==> src/front_end_pkg.sv <==
package front_end_pkg;

    // Widths that follow directly from the RV32I instruction set
    typedef logic [31:0] addr_t;
    typedef logic [31:0] instr_t;
    typedef logic [4:0]  reg_idx_t;
    typedef logic [31:0] imm_t;
    typedef logic [6:0]  opcode_t;

    // Address the program counter takes when reset is released
    localparam addr_t RESET_PC = 32'h0000_0000;

    // Every supported instruction is one full word
    localparam logic [31:0] INSTR_BYTES = 32'd4;

    // ADDI x0, x0, 0
    localparam instr_t NOP_INSTR = 32'h0000_0013;

    // Major opcodes of the base integer set
    localparam opcode_t OPC_LUI    = 7'b0110111;
    localparam opcode_t OPC_AUIPC  = 7'b0010111;
    localparam opcode_t OPC_JAL    = 7'b1101111;
    localparam opcode_t OPC_JALR   = 7'b1100111;
    localparam opcode_t OPC_BRANCH = 7'b1100011;
    localparam opcode_t OPC_LOAD   = 7'b0000011;
    localparam opcode_t OPC_STORE  = 7'b0100011;
    localparam opcode_t OPC_OP_IMM = 7'b0010011;
    localparam opcode_t OPC_OP     = 7'b0110011;
    localparam opcode_t OPC_FENCE  = 7'b0001111;
    localparam opcode_t OPC_SYSTEM = 7'b1110011;

    // States of the instruction cache request machine in the fetch stage
    typedef enum logic [1:0] {
        IDLE,
        CACHE_OUTCOME,
        WAIT_MEMORY,
        WAIT_DISCARD
    } fetch_state_t;

endpackage : front_end_pkg

==> src/fetch_decode_if.sv <==
interface fetch_decode_if;
    import front_end_pkg::*;

    // Fetch register contents offered to decode
    logic   valid;
    addr_t  pc;
    instr_t instr;

    // High when the decode register can take a new item this cycle
    logic   ready;

    modport fetch (
        output valid,
        output pc,
        output instr,
        input  ready
    );

    modport decode (
        input  valid,
        input  pc,
        input  instr,
        output ready
    );

endinterface : fetch_decode_if

==> src/pc_gen.sv <==
module pc_gen (
    input  logic                 clk_i,
    input  logic                 rst_n_i,

    // Exception unit
    input  logic                 exception_i,
    input  logic                 interrupt_i,
    input  front_end_pkg::addr_t handler_pc_i,

    // Branch resolution from execute
    input  logic                 executed_i,
    input  logic                 taken_i,
    input  front_end_pkg::addr_t branch_target_addr_i,

    // One pulse per instruction accepted by fetch
    input  logic                 advance_i,

    output front_end_pkg::addr_t pc_o,
    output logic                 redirect_o
);
    import front_end_pkg::*;

    addr_t program_counter;
    logic  handler_redirect;
    logic  branch_redirect;

    assign handler_redirect = exception_i || interrupt_i;

    // Prediction is always not-taken, so every taken resolution is a recovery
    assign branch_redirect = executed_i && taken_i;

    assign redirect_o = handler_redirect || branch_redirect;

    always_ff @(posedge clk_i) begin
        if (!rst_n_i) begin
            program_counter <= RESET_PC;
        end else if (handler_redirect) begin
            // The handler always wins over a branch resolved in the same cycle
            program_counter <= handler_pc_i;
        end else if (branch_redirect) begin
            program_counter <= branch_target_addr_i;
        end else if (advance_i) begin
            program_counter <= program_counter + INSTR_BYTES;
        end
    end

    assign pc_o = program_counter;

endmodule : pc_gen

==> src/fetch_stage.sv <==
module fetch_stage (
    input  logic                  clk_i,
    input  logic                  rst_n_i,

    // From PC generation
    input  front_end_pkg::addr_t  pc_i,
    input  logic                  redirect_i,
    output logic                  advance_o,

    // Instruction cache strobes
    output logic                  icache_request_o,
    output front_end_pkg::addr_t  icache_address_o,
    input  logic                  icache_hit_i,
    output logic                  icache_access_o,
    input  logic                  icache_fill_i,
    input  front_end_pkg::instr_t icache_instr_i,

    // Fetch register towards decode
    fetch_decode_if.fetch         fd
);
    import front_end_pkg::*;

    fetch_state_t state;
    fetch_state_t state_next;

    logic slot_free;
    logic capture;

    // The slot can accept a word if it is empty or hands its item over this cycle
    assign slot_free = !fd.valid || fd.ready;

    // The PC only moves on a capture or a redirect, so it stays the address
    // of the outstanding request for the whole cache transaction
    assign icache_address_o = pc_i;

    always_ff @(posedge clk_i) begin
        if (!rst_n_i) begin
            state <= IDLE;
        end else begin
            state <= state_next;
        end
    end

    always_comb begin
        state_next       = state;
        icache_request_o = 1'b0;
        icache_access_o  = 1'b0;
        capture          = 1'b0;

        case (state)
            IDLE: begin
                // A redirecting PC is stale, wait for the new one next cycle
                if (slot_free && !redirect_i) begin
                    icache_request_o = 1'b1;
                    state_next       = CACHE_OUTCOME;
                end
            end

            CACHE_OUTCOME: begin
                if (redirect_i) begin
                    // The outcome belongs to the old path, drop it and skip any refill
                    state_next = IDLE;
                end else if (icache_hit_i) begin
                    capture    = 1'b1;
                    state_next = IDLE;
                end else begin
                    icache_access_o = 1'b1;
                    state_next      = WAIT_MEMORY;
                end
            end

            WAIT_MEMORY: begin
                if (redirect_i) begin
                    // The refill cannot be cancelled, so it has to be absorbed
                    state_next = icache_fill_i ? IDLE : WAIT_DISCARD;
                end else if (icache_fill_i) begin
                    capture    = 1'b1;
                    state_next = IDLE;
                end
            end

            WAIT_DISCARD: begin
                if (icache_fill_i) begin
                    state_next = IDLE;
                end
            end

            default: begin
                state_next = IDLE;
            end
        endcase
    end

    // The PC steps to the next word exactly when this one is taken in
    assign advance_o = capture;

    always_ff @(posedge clk_i) begin
        if (!rst_n_i || redirect_i) begin
            fd.valid <= 1'b0;
        end else if (capture) begin
            fd.valid <= 1'b1;
        end else if (fd.ready) begin
            fd.valid <= 1'b0;
        end
    end

    always_ff @(posedge clk_i) begin
        if (capture) begin
            fd.pc    <= pc_i;
            fd.instr <= icache_instr_i;
        end
    end

endmodule : fetch_stage

==> src/decode_stage.sv <==
module decode_stage (
    input  logic                    clk_i,
    input  logic                    rst_n_i,
    input  logic                    stall_i,
    input  logic                    redirect_i,

    // Fetch register
    fetch_decode_if.decode          fd,

    // Decoded instruction towards the backend
    output logic                    valid_o,
    output front_end_pkg::addr_t    pc_o,
    output logic                    branch_o,
    output logic                    jump_o,
    output logic                    memory_o,
    output logic                    fence_o,
    output logic                    illegal_o,
    output front_end_pkg::reg_idx_t rs1_o,
    output front_end_pkg::reg_idx_t rs2_o,
    output front_end_pkg::reg_idx_t rd_o,
    output front_end_pkg::imm_t     immediate_o
);
    import front_end_pkg::*;

    instr_t  instr;
    opcode_t opcode;

    logic dec_branch;
    logic dec_jump;
    logic dec_memory;
    logic dec_fence;
    logic dec_illegal;
    imm_t dec_immediate;

    logic handoff;

    assign instr  = fd.instr;
    assign opcode = instr[6:0];

    always_comb begin
        dec_branch    = 1'b0;
        dec_jump      = 1'b0;
        dec_memory    = 1'b0;
        dec_fence     = 1'b0;
        dec_illegal   = 1'b0;
        dec_immediate = '0;

        if (instr[1:0] != 2'b11) begin
            // Compressed encodings are not supported by this front end
            dec_illegal = 1'b1;
        end else begin
            case (opcode)
                OPC_LUI, OPC_AUIPC: begin
                    dec_immediate = {instr[31:12], 12'b0};
                end

                OPC_JAL: begin
                    dec_jump      = 1'b1;
                    dec_immediate = {{11{instr[31]}}, instr[31], instr[19:12],
                                     instr[20], instr[30:21], 1'b0};
                end

                OPC_JALR: begin
                    dec_jump      = 1'b1;
                    dec_immediate = {{20{instr[31]}}, instr[31:20]};
                end

                OPC_BRANCH: begin
                    dec_branch    = 1'b1;
                    dec_immediate = {{19{instr[31]}}, instr[31], instr[7],
                                     instr[30:25], instr[11:8], 1'b0};
                end

                OPC_LOAD: begin
                    dec_memory    = 1'b1;
                    dec_immediate = {{20{instr[31]}}, instr[31:20]};
                end

                OPC_STORE: begin
                    dec_memory    = 1'b1;
                    dec_immediate = {{20{instr[31]}}, instr[31:25], instr[11:7]};
                end

                OPC_OP_IMM, OPC_SYSTEM: begin
                    dec_immediate = {{20{instr[31]}}, instr[31:20]};
                end

                OPC_FENCE: begin
                    dec_fence     = 1'b1;
                    dec_immediate = {{20{instr[31]}}, instr[31:20]};
                end

                // Register to register operations carry no immediate
                OPC_OP: begin
                    dec_immediate = '0;
                end

                default: begin
                    dec_illegal = 1'b1;
                end
            endcase
        end
    end

    // Empty, or about to be consumed by a backend that is not stalled
    assign fd.ready = !valid_o || !stall_i;
    assign handoff  = fd.valid && fd.ready;

    always_ff @(posedge clk_i) begin
        if (!rst_n_i || redirect_i) begin
            valid_o <= 1'b0;
        end else if (fd.ready) begin
            valid_o <= fd.valid;
        end
    end

    // Payload only moves on a handoff, so it holds under stall
    always_ff @(posedge clk_i) begin
        if (handoff) begin
            pc_o        <= fd.pc;
            branch_o    <= dec_branch;
            jump_o      <= dec_jump;
            memory_o    <= dec_memory;
            fence_o     <= dec_fence;
            illegal_o   <= dec_illegal;
            rs1_o       <= instr[19:15];
            rs2_o       <= instr[24:20];
            rd_o        <= instr[11:7];
            immediate_o <= dec_immediate;
        end
    end

endmodule : decode_stage

==> src/front_end.sv <==
module front_end (
    input  logic                    clk_i,
    input  logic                    rst_n_i,
    input  logic                    stall_i,

    // Handler redirect from the exception unit
    input  logic                    exception_i,
    input  logic                    interrupt_i,
    input  front_end_pkg::addr_t    handler_pc_i,

    // Branch resolution from execute
    input  logic                    executed_i,
    input  logic                    taken_i,
    input  front_end_pkg::addr_t    branch_target_addr_i,

    // Instruction cache
    output logic                    icache_request_o,
    output front_end_pkg::addr_t    icache_address_o,
    output logic                    icache_access_o,
    input  logic                    icache_hit_i,
    input  logic                    icache_fill_i,
    input  front_end_pkg::instr_t   icache_instr_i,

    // Decoded instruction
    output logic                    valid_o,
    output front_end_pkg::addr_t    pc_o,
    output logic                    branch_o,
    output logic                    jump_o,
    output logic                    memory_o,
    output logic                    fence_o,
    output logic                    illegal_o,
    output front_end_pkg::reg_idx_t rs1_o,
    output front_end_pkg::reg_idx_t rs2_o,
    output front_end_pkg::reg_idx_t rd_o,
    output front_end_pkg::imm_t     immediate_o
);
    import front_end_pkg::*;

    addr_t fetch_pc;
    logic  redirect;
    logic  advance;

    fetch_decode_if fd_if ();

    pc_gen pc_gen0 (
        .clk_i                ( clk_i                ),
        .rst_n_i              ( rst_n_i              ),
        .exception_i          ( exception_i          ),
        .interrupt_i          ( interrupt_i          ),
        .handler_pc_i         ( handler_pc_i         ),
        .executed_i           ( executed_i           ),
        .taken_i              ( taken_i              ),
        .branch_target_addr_i ( branch_target_addr_i ),
        .advance_i            ( advance              ),
        .pc_o                 ( fetch_pc             ),
        .redirect_o           ( redirect             )
    );

    fetch_stage fetch0 (
        .clk_i            ( clk_i            ),
        .rst_n_i          ( rst_n_i          ),
        .pc_i             ( fetch_pc         ),
        .redirect_i       ( redirect         ),
        .advance_o        ( advance          ),
        .icache_request_o ( icache_request_o ),
        .icache_address_o ( icache_address_o ),
        .icache_hit_i     ( icache_hit_i     ),
        .icache_access_o  ( icache_access_o  ),
        .icache_fill_i    ( icache_fill_i    ),
        .icache_instr_i   ( icache_instr_i   ),
        .fd               ( fd_if.fetch      )
    );

    decode_stage decode0 (
        .clk_i       ( clk_i        ),
        .rst_n_i     ( rst_n_i      ),
        .stall_i     ( stall_i      ),
        .redirect_i  ( redirect     ),
        .fd          ( fd_if.decode ),
        .valid_o     ( valid_o      ),
        .pc_o        ( pc_o         ),
        .branch_o    ( branch_o     ),
        .jump_o      ( jump_o       ),
        .memory_o    ( memory_o     ),
        .fence_o     ( fence_o      ),
        .illegal_o   ( illegal_o    ),
        .rs1_o       ( rs1_o        ),
        .rs2_o       ( rs2_o        ),
        .rd_o        ( rd_o         ),
        .immediate_o ( immediate_o  )
    );

endmodule : front_end

==> config.mk <==
export PLATFORM = sky130hd
export DESIGN_NAME = front_end
export DESIGN_NICKNAME = d
export VERILOG_FILES = /design/src/front_end_pkg.sv /design/src/fetch_decode_if.sv /design/src/pc_gen.sv /design/src/fetch_stage.sv /design/src/decode_stage.sv /design/src/front_end.sv
export SDC_FILE = /design/constraint.sdc
export NUM_CORES = 1
export LEC_CHECK = 0
export BUFFER_PORTS_ARGS = -buffer_cell sky130_fd_sc_hd__buf_2
export CORE_MARGIN = 3
export CORE_UTILIZATION = 52
export DETAILED_ROUTE_END_ITERATION = 6
export GPL_ROUTABILITY_DRIVEN = 1
export GPL_TIMING_DRIVEN = 0
export PLACE_DENSITY = 0.84
export SYNTH_ARGS = -nofsm -noshare
export SYNTH_HDL_FRONTEND = slang
export SYNTH_SLANG_ARGS = --single-unit
==> constraint.sdc <==
create_clock -name clk_i -period 11.6 [get_ports clk_i]
set_input_delay 2.32 -clock clk_i [delete_from_list [all_inputs] [get_ports clk_i]]
set_output_delay 2.32 -clock clk_i [all_outputs]
set_load 0.005 [all_outputs]
==> results.ini, run 1 <==
[clocking]
hold_buffers = 0
clkTransAtPathRegs_ps = 60
post_cts_resized = 0
clockRootBuffer = clkbuf_16
clock_latency_ps = 420
cts_buffers = 17
h-tree-depth = 4
cts_buffer_depth = 2
cts_setup_buffers = 0
clock-sinks = 184
tritoncts = done

[power_and_ir_drop]
p_per_area_nw_per_um2 = 142
p_total_w = 0.00136
p_comb_share_pct = 5.9
p_leak_nw = 3.88
switching_power_w = 0.000302
p_clk_share_pct = 40.4
swShare_pct = 22.2
p_int_w = 0.00106
pwr-share-seq_pct = 53.6
irDropWorstVdd_mv = 0.0949

[routing]
viasPerCell = 5.95
routed_wl_um = 20400
detail_route.first_pass.iterations = 5
postRouteAntennaNets = 0
drc = 0
first_iter_violations = 716
wl_per_cell_um = 19.8
dr_total_vias = 6127

[placed_design]
place_area_um2 = 9030
dpl.cell_count = 998
hpwl_um = 14800
place.gp.congestion = 0.969
io_buffers = 222

[layout]
stdcell_count = 1030
area_growth_pct = 26.6
antennaDiodeCount = 0
nets = 947
multi_input_area_um2 = 2300
seq_area_um2 = 5160
drive_gt1_share_pct = 32.0
n_fill_cell = 1041
fin_area_um2 = 9610

[yosys]
syn_area_um2 = 7590
ys_types = 64
ys_seq_elements = 184
synth_edf_count = 148
syn-instance-count = 592
postSynth.asyncResetShare_pct = 0
yosysWarningCount = 0
yosysMostFrequentCell = edfxtp_1
syn-num-nets = 702
synth_top_area_share_pct = 58.6
synth_area_leader_cell = edfxtp_1
ys_seq_area_share_pct = 68.1
synth_area_leaders = edfxtp_1 (59%), dfxtp_1 (9.5%), a21oi_1 (2.7%), nand2_1 (2.1%), o21ai_0 (2.1%)
synth_area_per_cell_um2 = 12.8
synth_common_cells = edfxtp_1 (148), nand2_1 (43), a21oi_1 (41)
ys.flop_type = edfxtp_1

[sta]
final_max_slew_viol_count = 0
fin_crit_sh_pct = 52.5
rsz0062_at_grt = no
worstMarginPinSlew_ps = 1070
fmax_mhz = 164
fin_skew_ps = 8.89
slew_headroom_pct = 28.4
hold_viol = 0
min_period_ps = 6090
setup_violations = 0

[worst_setup_path]
slowest_stage = nor2_1
cp-end-kind = primary output
start_kind = primary input
worstPathCellList = buf_2 > or2_2 > clkbuf_1 > nor2_1 > and3_1 > buf_2
cp.arrival_ps = 3770
critPathMostFrequentCell = buf_2
critPathKind = primary input to primary output
slowest_delay_ps = 400
reg2reg_depth = 7
required_ps = 9280
critical_path.max_fanout = 9

[floorplanning]
core_um2 = 14100
initial_utilization_pct = 53.8
chipHeight_um = 127
fp.dieW_um = 127
num_rows = 43
dieArea_um2 = 16100
ios = 224

[job]
cap_viol_max_count = 0

[global_route]
antenna_found_initial = 0
grt_pass1_wl_um = 31100
grt_max_degree = 34
gr-total-overflow = 0
grt_util_all_layers_pct = 25.1
grt_pass1_vias = 5755

[worst_hold_path]
min_path_type = flip-flop to flip-flop
min_path_cells = 0

[status]
status = complete, no violations

-- per-stage QoR --
step	util (%)	hold slack [ps]	setup slack (ps)	setup TNS (ps)
2_1_floorplan	-	400	2530	0
3_3_place_gp	63.3	401	-353	-29270
3_5_place_dp	64.1	405	5560	0
4_1_cts	68.2	417	5550	0
5_1_grt	68.2	427	5500	0
6_report	68.2	417	5510	0
-- power by group through the flow --
stage / clock [W] / sequential (W) / combinational [W]
floorplan: 0 / 0.000742 / 0.0000372
global placement: 0 / 0.000745 / 0.0000774
detailed placement: 0 / 0.000746 / 0.0000788
CTS: 0.000561 / 0.000731 / 0.0000797
global route: 0.000588 / 0.000733 / 0.0000880
finish: 0.000552 / 0.000732 / 0.0000810
-- cell families (layout without fill, tap and decap cells) --
group	after synthesis	in the layout	share of synthesized area (%)
buffers and inverters	38	296	1.90
AND/OR/NAND/NOR	181	181	12.4
AO/OA/AOI/OAI	174	174	15.7
XOR/XNOR	9	9	1.04
adder cells (fa/ha/maj)	5	5	0.824
flip-flops	184	184	68.1
multiplexers	1	1	0.132
-- critical path: cells and delay by family --
family | cells | cell delay (ps)
and+or+nand+nor | 3 | 930
buffers and inverters | 3 | 520
-- sequential cells by signal (all words and copies together), names as in the netlist, 2 cells and up --
register,cells
decode0.immediate_o,32
decode0.pc_o,32
fetch0.fd.instr,32
fetch0.fd.pc,32
pc_gen0.pc_o,32
decode0.rd_o,5
decode0.rs1_o,5
decode0.rs2_o,5
fetch0.state,2
-- routing by layer --
layer,routed length (µm),vias to the layer above,GRT usage (%)
li1,-,2804,-
met1,7770,2836,33.4
met2,9870,446,41.5
met3,2390,41,5.26
met4,416,0,8.71
met5,0,-,0
-- layout by cell type, fill, tap and decap left out, types with 7 or more instances in the layout --
master	netlist	routed
edfxtp_1	148	148
clkbuf_1	27	29
clkbuf_16	0	19
o21ai_0	32	32
inv_1	8	8
nand4_1	11	11
dfxtp_1	36	36
and2_1	14	14
a21o_1	20	20
a22o_1	7	7
nand3_1	22	22
and3_1	7	7
a21oi_1	41	41
a22oi_1	10	10
buf_2	1	223
nor3_1	15	15
nand2_1	43	43
nor2_1	34	33
-- path summary, 6_finish.rpt --
check	endpoint	start	slack, ps
worst max-delay path	icache_request_o	interrupt_i	5510
worst min-delay path	decode0.pc_o[18]$_DFFE_PP_	fetch0.fd.pc[18]$_DFFE_PP_	420
worst max register to register	fetch0.fd.pc[30]$_DFFE_PP_	fetch0.state[0]$_SDFFE_PN0P_	8640
worst min register to register	decode0.pc_o[18]$_DFFE_PP_	fetch0.fd.pc[18]$_DFFE_PP_	420
-- cell type report --
class / count / area share [%]
plain buffers: 30 / 1.18
clock buffers: 22 / 5.17
clock inverters: 10 / 0.846
inverters: 8 / 0.312
multi-input cells: 370 / 23.9
flip-flops and latches: 184 / 53.7
well taps: 180 / 2.34
repair buffers: 226 / 12.5
Power figures use the tool's default switching activity.
==> run 2, diff against run 1 <==
--- a/config.mk
+++ b/config.mk
@@ -5,13 +5,14 @@
 export SDC_FILE = /design/constraint.sdc
 export NUM_CORES = 1
 export LEC_CHECK = 0
+export ABC_AREA = 1
 export BUFFER_PORTS_ARGS = -buffer_cell sky130_fd_sc_hd__buf_2
 export CORE_MARGIN = 3
-export CORE_UTILIZATION = 52
+export CORE_UTILIZATION = 47
 export DETAILED_ROUTE_END_ITERATION = 6
 export GPL_ROUTABILITY_DRIVEN = 1
 export GPL_TIMING_DRIVEN = 0
-export PLACE_DENSITY = 0.84
+export PLACE_DENSITY = 0.8
 export SYNTH_ARGS = -nofsm -noshare
 export SYNTH_HDL_FRONTEND = slang
 export SYNTH_SLANG_ARGS = --single-unit
==> constraint.sdc (replaced) <==
create_clock -name clk_i -period 5.4 [get_ports clk_i]
set_input_delay 1.08 -clock clk_i [delete_from_list [all_inputs] [get_ports clk_i]]
set_output_delay 1.08 -clock clk_i [all_outputs]
set_load 0.005 [all_outputs]
==> run 2 against run 1 <==
Against the previous run:
- clock power up 120%
- worst setup slack worse by 3300 ps
- sequential cell count unchanged
- cell count up 16%
- global-route usage down 4.6 points
- sequential share of layout area down 1.9 points
- register-to-register slack worse by 5500 ps
- design area up 3.7%
- worst hold slack better by 2.4 ps
- total power up 120%
- sequential power up 120%
==> results.ini, run 2 <==
[yosys]
postSynth.asyncResetShare_pct = 0
syn-instance-count = 717
synth_top_area_share_pct = 56.2
synth_area_leaders = edfxtp_1 (56%), nand2_1 (9.3%), dfxtp_1 (9.1%), a21oi_1 (2.9%), nand3_2 (2.7%)
ys_types = 45
syn_area_um2 = 7900
synth_area_per_cell_um2 = 11.0
yosysWarningCount = 0
ys_seq_area_share_pct = 65.3
synth_area_leader_cell = edfxtp_1
syn-num-nets = 827
yosysMostFrequentCell = nand2_1
synth_edf_count = 148
ys_seq_elements = 184
synth_common_cells = nand2_1 (195), edfxtp_1 (148), a21oi_1 (46)
ys.flop_type = edfxtp_1

[sta]
worstMarginPinSlew_ps = 802
slew_headroom_pct = 46.4
fin_skew_ps = 13.7
tns_ps = 0
fin_ws_ps = 2240
final_max_slew_viol_count = 0
setup_violations = 0
min_period_ps = 3160
hold_viol = 0
fmax_mhz = 316
rsz0062_at_grt = no
fin_crit_sh_pct = 58.5

[floorplanning]
chipHeight_um = 136
num_rows = 46
core_um2 = 16200
dieArea_um2 = 18400
fp.dieW_um = 136
ios = 224
initial_utilization_pct = 48.9

[power_and_ir_drop]
p_per_area_nw_per_um2 = 301
p_comb_share_pct = 6.4
p_leak_nw = 4.18
p_clk_share_pct = 40.5
switching_power_w = 0.000707
swShare_pct = 23.6
p_int_w = 0.00229
irDropWorstVdd_mv = 0.205
pwr-share-seq_pct = 53.1

[clocking]
cts_buffers = 17
tritoncts = done
clkTransAtPathRegs_ps = 70
cts_setup_buffers = 0
clock-sinks = 184
h-tree-depth = 4
post_cts_resized = 0
clock_latency_ps = 430
cts_buffer_depth = 2
clockRootBuffer = clkbuf_16
hold_buffers = 0

[placed_design]
pre_cts_ws_ps = 2200
io_buffers = 223
place.gp.congestion = 0.903
hpwl_um = 14300

[layout]
drive_gt1_share_pct = 33.9
layout_common_cells = buf_2 (227), nand2_1 (195), edfxtp_1 (148)
nets = 1073
antennaDiodeCount = 0
area_growth_pct = 26.1
final_common_cell = buf_2

[worst_hold_path]
min_path_type = flip-flop to flip-flop

[worst_setup_path]
worst-path-buf-inv = 3
critical_path.max_fanout = 10
cp.arrival_ps = 2080
required_ps = 4320
worstPathCellList = buf_2 > nand2_2 > nand2_2 > inv_2 > nand2_1 > nor2_1 > buf_2
cp-end-kind = primary output
cp_top_family = simple AND/OR/NAND/NOR gates
critPathKind = primary input to primary output
slowest_stage = nand2_2
start_kind = primary input
slowest_delay_ps = 210

[routing]
dr_total_vias = 5979
detail_route.first_pass.iterations = 5
routed_wl_um = 18600
postRouteAntennaNets = 0
viasPerCell = 5.02
first_iter_violations = 292
drc = 0
wl_per_cell_um = 15.6

[global_route]
grt_max_degree = 34
gr-total-overflow = 0
met3_usage_pct = 4.12
use_met2_pct = 35.0
grt_pass1_wl_um = 29000
grt_pass1_vias = 5700
antenna_found_initial = 0
top_usage_layer = met2
grtUsageMet1_pct = 25.9
grt_util_all_layers_pct = 20.5

[status]
status = complete, no violations

[job]
cap_viol_max_count = 0

## run 2: worst reg2reg max path, stage by stage, from the launching register on
cell,delay (ps)
dfxtp_1,390
inv_1,100
ha_1,310
nand2_1,180
nor2_4,450
buf_12,250
buf_12,200
## run 2: power by group through the flow
| stage | sequential (W) | combinational, W | clock, W |
|---|---|---|---|
| floorplan | 0.00161 | 0.0000968 | 0 |
| CTS | 0.00159 | 0.000192 | 0.00124 |
| detailed placement | 0.00162 | 0.000191 | 0 |
| global route | 0.00160 | 0.000216 | 0.00130 |
| global placement | 0.00162 | 0.000186 | 0 |
| finish | 0.00159 | 0.000193 | 0.00121 |
## run 2: cell type report
class,instances,area [µm²]
Sequential cell,184,5160
Clock buffer,17,425
Clock inverter,15,156
Fill cell,1276,6210
Timing Repair Buffer,227,1200
Tap cell,216,270
Multi-Input combinational cell,459,2440
Buffer,21,114
Inverter,53,201
## run 2: worst paths after layout
check | from | slack, ps | cells after the start | to
max reg2reg | fetch0.state[0]$_SDFFE_PN0P_ | 3190 | 6 | fetch0.fd.instr[18]$_DFFE_PP_
min | fetch0.fd.pc[25]$_DFFE_PP_ | 420 | 0 | decode0.pc_o[25]$_DFFE_PP_
min reg2reg | fetch0.fd.pc[25]$_DFFE_PP_ | 420 | 0 | decode0.pc_o[25]$_DFFE_PP_
max | executed_i | 2240 | 7 | icache_request_o
## run 2: per-layer routing
metal | wire, µm | part of all wire, % | vias to the layer above
met5 | 0 | 0 | -
met4 | 450 | 2.4 | 0
met3 | 1410 | 7.6 | 35
met2 | 9220 | 50 | 282
met1 | 7480 | 40 | 2686
li1 | - | - | 2976
## run 2: through the flow
| step | hold slack (ps) | power (W) | cell area (µm²) | cells | utilization, % |
|---|---|---|---|---|---|
| finish | 419 | 0.00300 | 9970 | 1192 | 61.6 |
| global route | 424 | 0.00311 | 9970 | 1192 | 61.6 |
| floorplan | 400 | 0.00171 | 7900 | 717 | - |
| global placement | 401 | 0.00181 | 9290 | 1156 | 57.4 |
| CTS | 421 | 0.00302 | 9970 | 1192 | 61.6 |
| detailed placement | 405 | 0.00181 | 9390 | 1160 | 58.0 |
## run 2: cell families (layout without fill, tap and decap cells)
| family | Yosys count | after routing | synth area share [%] |
|---|---|---|---|
| XOR/XNOR | 8 | 8 | 0.887 |
| adder cells (fa/ha/maj) | 5 | 5 | 0.792 |
| AND/OR/NAND/NOR | 333 | 333 | 20.8 |
| buffers and inverters | 74 | 333 | 3.99 |
| flip-flops | 184 | 184 | 65.3 |
| AO/OA/AOI/OAI | 113 | 113 | 8.14 |
==> run 3, diff against run 2 <==
--- a/config.mk
+++ b/config.mk
@@ -5,14 +5,14 @@
 export SDC_FILE = /design/constraint.sdc
 export NUM_CORES = 1
 export LEC_CHECK = 0
-export ABC_AREA = 1
+export ABC_AREA = 0
 export BUFFER_PORTS_ARGS = -buffer_cell sky130_fd_sc_hd__buf_2
 export CORE_MARGIN = 3
 export CORE_UTILIZATION = 47
 export DETAILED_ROUTE_END_ITERATION = 6
 export GPL_ROUTABILITY_DRIVEN = 1
 export GPL_TIMING_DRIVEN = 0
-export PLACE_DENSITY = 0.8
+export PLACE_DENSITY = 0.81
 export SYNTH_ARGS = -nofsm -noshare
 export SYNTH_HDL_FRONTEND = slang
 export SYNTH_SLANG_ARGS = --single-unit
==> constraint.sdc (replaced) <==
create_clock -name clk_i -period 2.7 [get_ports clk_i]
set_input_delay 0.54 -clock clk_i [delete_from_list [all_inputs] [get_ports clk_i]]
set_output_delay 0.54 -clock clk_i [all_outputs]
set_load 0.005 [all_outputs]
==> run 3 against run 2 <==
Against the previous run:
- sequential share of layout area rose by 1.6 points
- die area shrank 3.8%
- first-iteration DRC count increased by 140%
- non-clock buffer count rose by 10
- total power increased by 95%
- worst hold slack got worse by 140 ps
- critical path depth shrank 1
==> results.ini, run 3 (synthesis results as in run 1) <==
[status]
status = complete, no violations

[floorplanning]
dieArea_um2 = 17700
fp.dieW_um = 133
ios = 224
initial_utilization_pct = 49.0
chipHeight_um = 133
num_rows = 45
core_um2 = 15500

[clocking]
clock-sinks = 184
hold_buffers = 0
clkTransAtPathRegs_ps = 70
cts_buffer_depth = 2
h-tree-depth = 4
clock_latency_ps = 440
tritoncts = done
clockRootBuffer = clkbuf_16
cts_buffers = 17

[power_and_ir_drop]
p_per_area_nw_per_um2 = 603
p_leak_nw = 3.88
irDropWorstVdd_mv = 0.461

[routing]
viasPerCell = 5.68
drc = 0
wl_per_cell_um = 19.3
detail_route.first_pass.iterations = 5
first_iter_violations = 706
postRouteAntennaNets = 0
routed_wl_um = 20500
dr_total_vias = 6038

[layout]
postLayoutCoreUtil_pct = 62.4
drive_gt1_share_pct = 32.4
nets = 949
layout_common_cells = buf_2 (223), edfxtp_1 (148), nand2_1 (43)
antennaDiodeCount = 0
final_common_cell = buf_2
area_growth_pct = 27.4
n_fill_cell = 1197
stdcell_count = 1063

[placed_design]
place.gp.congestion = 0.964
pre_cts_ws_ps = -12.5
hpwl_um = 15000
io_buffers = 222
dpl.cell_count = 1030

[sta]
slew_headroom_pct = 44.8
fin_ws_ps = 142
fin_crit_sh_pct = 94.7
whs_ps = 280
rsz0062_at_grt = no
fmax_mhz = 391
final_max_slew_viol_count = 0
tns_ps = 0
min_period_ps = 2560
worstMarginPinSlew_ps = 820
hold_viol = 0
fin_skew_ps = 9.32
setup_violations = 0

[worst_setup_path]
start_kind = primary input
worst-path-buf-inv = 3
critPathKind = primary input to primary output
slowest_delay_ps = 430
slowest_stage = nor2_1
critical_path.max_fanout = 9
worstPathCellList = buf_2 > or2_2 > clkbuf_1 > nor2_1 > and3_1 > buf_2
cp-end-kind = primary output
critPathMostFrequentCell = buf_2
cp_top_family = simple AND/OR/NAND/NOR gates
required_ps = 2160
cp.arrival_ps = 2020

[worst_hold_path]
min_path_type = primary input to flip-flop

[job]
cap_viol_max_count = 0

[global_route]
grt_pass1_wl_um = 31100
grt_max_degree = 33
grt_pass1_vias = 5746
grt_util_all_layers_pct = 23.0
antenna_found_initial = 0
gr-total-overflow = 0

[run 3: cell types whose count changed in the layout (fill, tap and decap cells not counted), moves of 8 or more]
cell and delta:
clkbuf_1 +15, nor3_1 +13, nor2_1 -9, nand3_2 -21, a22oi_1 +8, nand3_1 -11, inv_1 -36, a21o_1 +20
nand2_1 -152, and2_1 +13, nor2_4 -10, nand4_1 +9
[run 3: per-layer routing]
layer	vias up	part of all wire, %	global-route usage [%]
li1	2801	-	-
met1	2812	38	29.3
met2	378	48	37.4
met3	47	11	5.97
met4	0	2.8	9.82
met5	-	0	0
[run 3: repair_timing]
item / CTS / global route
endpoints found under the setup margin: 31 / 1
buffers inserted: 1 / 0
pin swaps: 1 / 0
resized for setup: 0 / 1
[run 3: path summary, 6_finish.rpt]
check	to	cells past startpoint	start	slack, ps
hold reg to reg	decode0.pc_o[4]$_DFFE_PP_	0	fetch0.fd.pc[4]$_DFFE_PP_	410
setup reg to reg	fetch0.fd.pc[29]$_DFFE_PP_	8	fetch0.state[0]$_SDFFE_PN0P_	190
setup / recovery	icache_request_o	6	interrupt_i	140
hold / removal	fetch0.fd.instr[18]$_DFFE_PP_	1	icache_instr_i[18]	280
[run 3: through the flow]
stage | instance area [µm²] | total power, W
floorplan | 7610 | 0.00335
CTS | 9660 | 0.00586
detailed placement | 9100 | 0.00354
global placement | 8980 | 0.00354
finish | 9670 | 0.00583
global route | 9670 | 0.00603
[run 3: area by class of cell]
cell class / instances / area [µm²] / area share [%]
multi-input cells: 370 / 2300 / 23.8
repair buffers: 228 / 1230 / 12.8
plain buffers: 30 / 114 / 1.18
well taps: 211 / 264 / 2.73
flip-flops and latches: 184 / 5160 / 53.4
clock inverters: 15 / 134 / 1.38
inverters: 8 / 30.0 / 0.311
clock buffers: 17 / 425 / 4.40
[run 3: power by group]
part / total (W) / switching (W) / internal (W)
clock: 0.00234 / 0.00112 / 0.00121
combinational: 0.000352 / 0.000193 / 0.000159
sequential: 0.00314 / 0.0000686 / 0.00307
total: 0.00583 / 0.00138 / 0.00445
